--- config.mk ---
export PLATFORM = sky130hd
export DESIGN_NAME = prefetcher_top
export DESIGN_NICKNAME = d
export VERILOG_FILES = /design/src/source/prefetch_pkg.sv /design/src/source/prefetch_buffer.sv /design/src/source/prefetch_engine.sv /design/src/source/prefetch_cfg_regs.sv /design/src/source/prefetcher_top.sv
export SDC_FILE = /design/constraint.sdc
export NUM_CORES = 2
export LEC_CHECK = 0
export CAP_MARGIN = 5
export CORE_AREA = 3 3 455 457
export CTS_CLUSTER_DIAMETER = 100
export CTS_CLUSTER_SIZE = 8
export DETAILED_ROUTE_END_ITERATION = 8
export DIE_AREA = 0 0 458 460
export DONT_BUFFER_PORTS = 1
export RECOVER_POWER = 25
export SYNTH_ARGS = -nofsm -noshare
export SYNTH_HDL_FRONTEND = slang
export SYNTH_SLANG_ARGS = --single-unit
export TNS_END_PERCENT = 30
--- constraint.sdc ---
create_clock -name clk -period 9.7 [get_ports clk]
set_clock_uncertainty 0.2 [all_clocks]
set_input_delay 0.97 -clock clk [delete_from_list [all_inputs] [get_ports clk]]
set_output_delay 0.97 -clock clk [all_outputs]
set_load 0.05 [all_outputs]
--- src/source/prefetch_pkg.sv ---
`default_nettype none

package prefetch_pkg;

	localparam int ADDR_WIDTH = 32;
	localparam int LINE_WIDTH = 256;
	localparam int GRACE_WIDTH = 8;
	localparam int HIT_COUNT_WIDTH = 16;
	localparam int NUM_SLOTS = 4;

	typedef logic [ADDR_WIDTH-1:0] addr_t;
	typedef logic [LINE_WIDTH-1:0] line_t;
	typedef logic [$clog2(NUM_SLOTS)-1:0] slot_idx_t;
	typedef logic [GRACE_WIDTH-1:0] grace_t;
	typedef logic [HIT_COUNT_WIDTH-1:0] hit_count_t;

	// grace limit out of reset
	localparam grace_t GRACE_DEFAULT = 8'd20;

	// L2 side, level request answered by a one-cycle resp
	typedef struct packed {
		addr_t address;
		logic read;
		logic write;
		line_t wdata;
	} l2_req_t;

	typedef struct packed {
		line_t rdata;
		logic resp;
	} l2_rsp_t;

	// pmem side, same protocol
	typedef struct packed {
		addr_t address;
		logic read;
		logic write;
		line_t wdata;
	} mem_req_t;

	typedef struct packed {
		line_t rdata;
		logic resp;
	} mem_rsp_t;

	typedef struct packed {
		logic enable;
		grace_t grace_limit;
	} cfg_t;

	typedef enum logic [2:0] {
		idle,
		prefetch,
		check_hit,
		pass_through,
		hit_reply
	} engine_state_t;

endpackage

`default_nettype wire

--- src/source/prefetch_buffer.sv ---
`timescale 1ns/1ps
`default_nettype none

module prefetch_buffer
(
	input wire clk,
	input wire prefetch_counter_reset,
	input wire prefetch_pkg::addr_t orb,
	input wire prefetch_pkg::addr_t lookup_address,
	input wire load_hint,
	input wire fill,
	input wire prefetch_pkg::line_t fill_data,
	input wire invalidate,
	input wire prefetch_pkg::slot_idx_t invalidate_index,
	output logic hit,
	output prefetch_pkg::slot_idx_t hit_index,
	output logic hit_ready,
	output prefetch_pkg::line_t hit_data,
	output logic hint_present,
	output prefetch_pkg::addr_t fill_address,
	output logic fill_pending
);

	import prefetch_pkg::*;

	addr_t slot_address [NUM_SLOTS];
	line_t slot_data [NUM_SLOTS];
	logic [NUM_SLOTS-1:0] slot_valid;
	logic [NUM_SLOTS-1:0] slot_ready;
	slot_idx_t write_ptr;
	slot_idx_t load_ptr;

	// a hint goes to the slot after the pointer, which then moves onto it
	assign load_ptr = write_ptr + slot_idx_t'(1);

	// lookup, walking down so the lowest matching slot wins
	always_comb
	begin
		hit = 1'b0;
		hit_index = '0;
		for (int i = NUM_SLOTS - 1; i >= 0; i--)
		begin
			if (slot_valid[i] && slot_address[i] == lookup_address)
			begin
				hit = 1'b1;
				hit_index = slot_idx_t'(i);
			end
		end
	end

	// duplicate hint suppression
	always_comb
	begin
		hint_present = 1'b0;
		for (int i = 0; i < NUM_SLOTS; i++)
		begin
			if (slot_valid[i] && slot_address[i] == orb)
				hint_present = 1'b1;
		end
	end

	assign hit_ready = slot_ready[hit_index];
	assign hit_data = slot_data[hit_index];

	// the pointer's slot is the one being prefetched
	assign fill_address = slot_address[write_ptr];
	assign fill_pending = slot_valid[write_ptr] & ~slot_ready[write_ptr];

	always_ff @(posedge clk)
	begin
		if (prefetch_counter_reset)
		begin
			slot_valid <= '0;
			slot_ready <= '0;
			write_ptr <= '0;
		end
		else
		begin
			if (load_hint)
			begin
				slot_valid[load_ptr] <= 1'b1;
				slot_ready[load_ptr] <= 1'b0;
				write_ptr <= load_ptr;
			end
			if (fill)
				slot_ready[write_ptr] <= 1'b1;
			// write hit, the buffered line is stale now
			if (invalidate)
				slot_ready[invalidate_index] <= 1'b0;
		end
	end

	always_ff @(posedge clk)
	begin
		if (load_hint)
			slot_address[load_ptr] <= orb;
		if (fill)
			slot_data[write_ptr] <= fill_data;
	end

endmodule

`default_nettype wire

--- src/source/prefetch_engine.sv ---
`timescale 1ns/1ps
`default_nettype none

module prefetch_engine
(
	input wire clk,
	input wire prefetch_counter_reset,
	input wire prefetch_pkg::cfg_t cfg,
	input wire prefetch_pkg::l2_req_t l2_req,
	input wire prefetch_pkg::mem_rsp_t mem_rsp,
	input wire hit,
	input wire prefetch_pkg::slot_idx_t hit_index,
	input wire hit_ready,
	input wire prefetch_pkg::line_t hit_data,
	input wire hint_present,
	input wire prefetch_pkg::addr_t fill_address,
	input wire fill_pending,
	output prefetch_pkg::l2_rsp_t l2_rsp,
	output prefetch_pkg::mem_req_t mem_req,
	output logic load_hint,
	output logic fill,
	output logic invalidate,
	output prefetch_pkg::slot_idx_t invalidate_index,
	output logic hit_event
);

	import prefetch_pkg::*;

	engine_state_t state;
	engine_state_t next_state;
	grace_t grace_count;
	logic l2_active;
	logic within_grace;

	assign l2_active = l2_req.read | l2_req.write;
	assign within_grace = grace_count <= cfg.grace_limit;

	always_ff @(posedge clk)
	begin
		if (prefetch_counter_reset)
			state <= idle;
		else
			state <= next_state;
	end

	// elapsed prefetch cycles, held at the top so it never wraps back into grace
	always_ff @(posedge clk)
	begin
		if (prefetch_counter_reset || state != prefetch)
			grace_count <= '0;
		else if (grace_count != '1)
			grace_count <= grace_count + grace_t'(1);
	end

	// hint is taken only when the memory side is free
	assign load_hint = (state == idle) && !l2_active && cfg.enable && !hint_present;

	always_comb
	begin
		next_state = state;
		case (state)
			idle:
			begin
				if (l2_active)
					next_state = check_hit;
				else if (load_hint || fill_pending)
					next_state = prefetch;
			end
			prefetch:
			begin
				// abandon early prefetches, late ones make L2 wait
				if (l2_active && within_grace)
					next_state = check_hit;
				else if (mem_rsp.resp)
					next_state = idle;
			end
			check_hit:
			begin
				if (hit && hit_ready && l2_req.read)
					next_state = hit_reply;
				else
					next_state = pass_through;
			end
			pass_through:
			begin
				if (mem_rsp.resp)
					next_state = idle;
			end
			hit_reply:
				next_state = idle;
			default:
				next_state = idle;
		endcase
	end

	always_comb
	begin
		mem_req.address = l2_req.address;
		mem_req.read = 1'b0;
		mem_req.write = 1'b0;
		mem_req.wdata = l2_req.wdata;
		l2_rsp.rdata = mem_rsp.rdata;
		l2_rsp.resp = 1'b0;
		fill = 1'b0;
		invalidate = 1'b0;
		invalidate_index = hit_index;
		hit_event = 1'b0;
		case (state)
			prefetch:
			begin
				mem_req.address = fill_address;
				mem_req.read = 1'b1;
				// line lands in the slot even if L2 takes over this cycle
				fill = mem_rsp.resp;
			end
			check_hit:
				invalidate = hit && hit_ready && l2_req.write;
			pass_through:
			begin
				mem_req.read = l2_req.read;
				mem_req.write = l2_req.write;
				l2_rsp.resp = mem_rsp.resp;
			end
			hit_reply:
			begin
				l2_rsp.rdata = hit_data;
				l2_rsp.resp = 1'b1;
				hit_event = 1'b1;
			end
			default:
			begin
			end
		endcase
	end

endmodule

`default_nettype wire

--- src/source/prefetch_cfg_regs.sv ---
`timescale 1ns/1ps
`default_nettype none

module prefetch_cfg_regs
(
	input wire clk,
	input wire prefetch_counter_reset,
	input wire cfg_write,
	input wire prefetch_pkg::cfg_t cfg_wdata,
	input wire hit_event,
	output prefetch_pkg::cfg_t cfg,
	output prefetch_pkg::hit_count_t hit_count
);

	import prefetch_pkg::*;

	// enable and grace limit loaded on the write strobe
	always_ff @(posedge clk)
	begin
		if (prefetch_counter_reset)
		begin
			cfg.enable <= 1'b0;
			cfg.grace_limit <= GRACE_DEFAULT;
		end
		else if (cfg_write)
		begin
			cfg <= cfg_wdata;
		end
	end

	// buffer hit statistic that sticks at the maximum
	always_ff @(posedge clk)
	begin
		if (prefetch_counter_reset)
			hit_count <= '0;
		else if (hit_event && hit_count != '1)
			hit_count <= hit_count + hit_count_t'(1);
	end

endmodule

`default_nettype wire

--- src/source/prefetcher_top.sv ---
`timescale 1ns/1ps
`default_nettype none

module prefetcher_top
(
	input wire clk,
	input wire prefetch_counter_reset,
	input wire prefetch_pkg::addr_t orb,
	input wire prefetch_pkg::l2_req_t l2_req,
	output prefetch_pkg::l2_rsp_t l2_rsp,
	output prefetch_pkg::mem_req_t mem_req,
	input wire prefetch_pkg::mem_rsp_t mem_rsp,
	input wire cfg_write,
	input wire prefetch_pkg::cfg_t cfg_wdata,
	output prefetch_pkg::cfg_t cfg,
	output prefetch_pkg::hit_count_t hit_count
);

	import prefetch_pkg::*;

	logic hit;
	slot_idx_t hit_index;
	logic hit_ready;
	line_t hit_data;
	logic hint_present;
	addr_t fill_address;
	logic fill_pending;
	logic load_hint;
	logic fill;
	logic invalidate;
	slot_idx_t invalidate_index;
	logic hit_event;

	prefetch_buffer buffer_i
	(
		.clk,
		.prefetch_counter_reset,
		.orb,
		// buffer is looked up with the live L2 address
		.lookup_address(l2_req.address),
		.load_hint,
		.fill,
		.fill_data(mem_rsp.rdata),
		.invalidate,
		.invalidate_index,
		.hit,
		.hit_index,
		.hit_ready,
		.hit_data,
		.hint_present,
		.fill_address,
		.fill_pending
	);

	prefetch_engine engine_i
	(
		.clk,
		.prefetch_counter_reset,
		.cfg,
		.l2_req,
		.mem_rsp,
		.hit,
		.hit_index,
		.hit_ready,
		.hit_data,
		.hint_present,
		.fill_address,
		.fill_pending,
		.l2_rsp,
		.mem_req,
		.load_hint,
		.fill,
		.invalidate,
		.invalidate_index,
		.hit_event
	);

	prefetch_cfg_regs cfg_regs_i
	(
		.clk,
		.prefetch_counter_reset,
		.cfg_write,
		.cfg_wdata,
		.hit_event,
		.cfg,
		.hit_count
	);

endmodule

`default_nettype wire

==> metrics <==
Rows=166; commonest non-fill, non-tap cell in the layout=edfxtp_1; vias in the first global route=~33k; warnings from Yosys=0; Layout area overhead=17.9%; worst-path maximum fanout=60; CTS resizes=0; Max Buffers Root-to-Sink=3; power per cell area=190 nW/um^2; Max-Cap Viols=0; share of layout cells above drive strength 1=0.204; clock slew at reported path FFs=~50 ps; Post-Syn Area=between 50000 and 60000 sq um; Core Area=about 200000 sq um; Syn Inst Count=approximately 3.7k; Psw=roughly 2.8 mW; status=completed; clk root buf=clkbuf_16; hpwl dp=158 mm; crit path DAT=between 5000 and 6000 ps; Peak VDD IR=0.153 mV; Global Route Usage Sum=0.211; DRT Pass-1 Iters=5; Clk pwr share=0.454; switching share of power=0.238; crit end category=primary output; Req. time, crit path=8530 ps; htree depth=4; post-DR vias/cell=a little over 5; minimum clock period=approximately 6700 ps; Final Cell Area=62600 sq um; largest net degree at the start of global routing=126; Pint=between 9 and 10 mW; Buffers on Ports=0; worst-skew pair later-pin latency=approximately 810 ps; Reg power frac=0.483; 1st-iter DRT viols=between 3k and 4k; number of endpoints failing setup at the final stage=0; Mapped Nets=~4.3k; setup TNS=0 ps; #FFs+latches synth=~1.2k; DR WL/cell=about 35 microns; die width=458 microns; gr ovfl total=0; worst hold start=orb[9]; Pins Over Slew Limit=0; LEAKAGE=around 21 nW; RSZ-0062 raised after global routing=false; FILL cells=approximately 20k; Fmax=~0.15 GHz; via count=~34k; asr flop ratio synth=0; Max-slew headroom=0.126; count of cell types in the netlist=62; Seq/Total Area, Yosys=0.669; number of flops mapped to enable cells by yosys=~1.2k; fin crit share=0.693; hold_buf cts=about 260; first-pass GRT wire length=between 300 and 400 mm; routability cong.=approximately 0.94; DRC viols=0; Min-Delay Path Class=in2reg; Main synth FF type=edfxtp_1; clk sink count=1200; critical path class=reg2out; I/O pins=around 1.2k; Post-CTS Setup Bufs=0; critical path launch point type=register; placed cell area=between 50000 and 60000 sq um; fin nets=between 4k and 5k; Initial Utilization=0.260; Final Hold Vio Count=0; Slew @ Worst Pin=1310 ps; initial antenna violation count=24; antenna-violating nets left=0; most frequent cells in the layout=edfxtp_1, nand2_1, nor2_1, dlygate4sd3_1, a221oi_2; CTS tree=yes; CTS Buf Count=about 170; die area=between 200000 and 250000 sq um; reg2reg start=buffer_i.slot_address[1][1]; drt total wl=roughly 230 mm; Syn Area/Cell=approximately 14 sq um; Comb pwr share=0.064; die span in y=roughly 460 microns; Setup crit start=buffer_i.slot_address[1][16]
## path summary, 6_finish.rpt
check	end	slack (ps)	cells past startpoint
min	buffer_i.slot_address[1][9]	90	0
max reg2reg	engine_i.state[1]	5860	7
max	l2_rsp[112]	2970	10
min reg2reg	buffer_i.slot_ready[0]	310	2
## cells in the mapped netlist, types with 4 or more instances
master	n	area [sq um]
mux4_2	32	721
o31ai_1	4	30.0
a221oi_1	18	158
nand4_1	34	213
nand3_1	29	145
inv_1	20	75.1
o21ai_0	8	40.0
a31oi_1	259	1620
ha_1	14	175
xor2_1	209	1830
nor3_1	19	95.1
buf_2	17	85.1
mux2_2	31	349
buf_6	4	45.0
o21a_1	6	45.0
dfxtp_1	48	961
nor4b_1	6	52.6
buf_12	36	721
nand2_1	538	2020
a221oi_2	240	3600
a311o_1	4	40.0
and4_1	7	61.3
xnor2_1	62	543
nand2b_1	7	43.8
nor4_1	59	369
and4b_1	4	40.0
a21oi_1	12	60.1
edfxtp_1	1152	34600
nor2_1	305	1140
mux2i_1	9	90.1
clkbuf_1	124	465
nor2b_1	4	25.0
and3_1	17	106
or4_1	6	45.0
buf_1	5	18.8
buf_4	288	2160
## registers in the layout, indices dropped and copies added (netlist names), named ones only
signal,cells
buffer_i.write_ptr,2
cfg_regs_i.hit_count,16
cfg_regs_i.cfg,9
buffer_i.slot_ready,4
engine_i.grace_count,8
buffer_i.slot_valid,4
buffer_i.slot_address,128
buffer_i.slot_data,1024
engine_i.state,3
## power by group through the flow
stage | clock, mW | sequential (mW) | combinational, mW
final | 5.40 | 5.75 | 0.760
after global routing | 5.70 | 5.74 | 0.783
after CTS | 5.50 | 5.75 | 0.762
after detailed placement | 0 | 5.85 | 0.605
after global placement | 0 | 5.85 | 0.605
after floorplan | 0 | 5.85 | 0.709
## final cells by class
cell class              count  area, sq um  share of cell area
clock inverters            16          358             0.00572
flip-flops and latches   1200        35600               0.568
diodes                     23         57.6            0.000919
well taps                2688         3360              0.0537
multi-input cells        1978        14500               0.231
inverters                  20         75.1             0.00120
clock buffers             180         4310              0.0689
repair buffers            469         4400              0.0703
## worst max-delay path, cell delays in order (launching register included)
cell	delay [ps]
edfxtp_1	470
xor2_1	280
or4_1	580
nor4_1	340
nand3_1	330
nor2_4	780
buf_12	440
buf_4	450
a221oi_2	130
a31oi_1	460
buf_4	290
## metrics by stage
| step | instances | hold WS (ps) | util | total power, mW | setup slack, ps |
|---|---|---|---|---|---|
| after floorplan | 3674 | 262 | - | 6.56 | 1840 |
| after global placement | 6098 | 283 | 0.271 | 6.45 | 3290 |
| after detailed placement | 6098 | 301 | 0.271 | 6.45 | 3330 |
| after CTS | 6551 | 0.112 | 0.307 | 12.0 | 2920 |
| after global routing | 6568 | 19.6 | 0.307 | 12.2 | 2910 |
| final | 6574 | 88.0 | 0.307 | 11.9 | 2970 |
## metal layers
layer | global-route usage | vias up | wire length (microns)
met5 | 0.00528 | - | 148
met4 | 0.131 | 4 | 16200
met3 | 0.101 | 477 | 30000
met2 | 0.345 | 2219 | 112000
met1 | 0.219 | 17300 | 75100
li1 | - | 14000 | -
## cell families (layout without fill, tap and decap cells)
| family | count (synthesis) | in the layout | synth area share |
|---|---|---|---|
| DFF | 1200 | 1200 | 0.669 |
| and+or+nand+nor | 1055 | 1055 | 0.0855 |
| AOI/OAI and AO/OA | 564 | 564 | 0.107 |
| buffers and inverters | 496 | 685 | 0.0675 |
| xor gates and xnor gates | 273 | 273 | 0.0453 |
| muxes | 72 | 72 | 0.0218 |
| adders and majority gates | 14 | 14 | 0.00330 |
| other | 0 | 23 | 0 |
No activity file was read; power rests on OpenSTA's default activity.
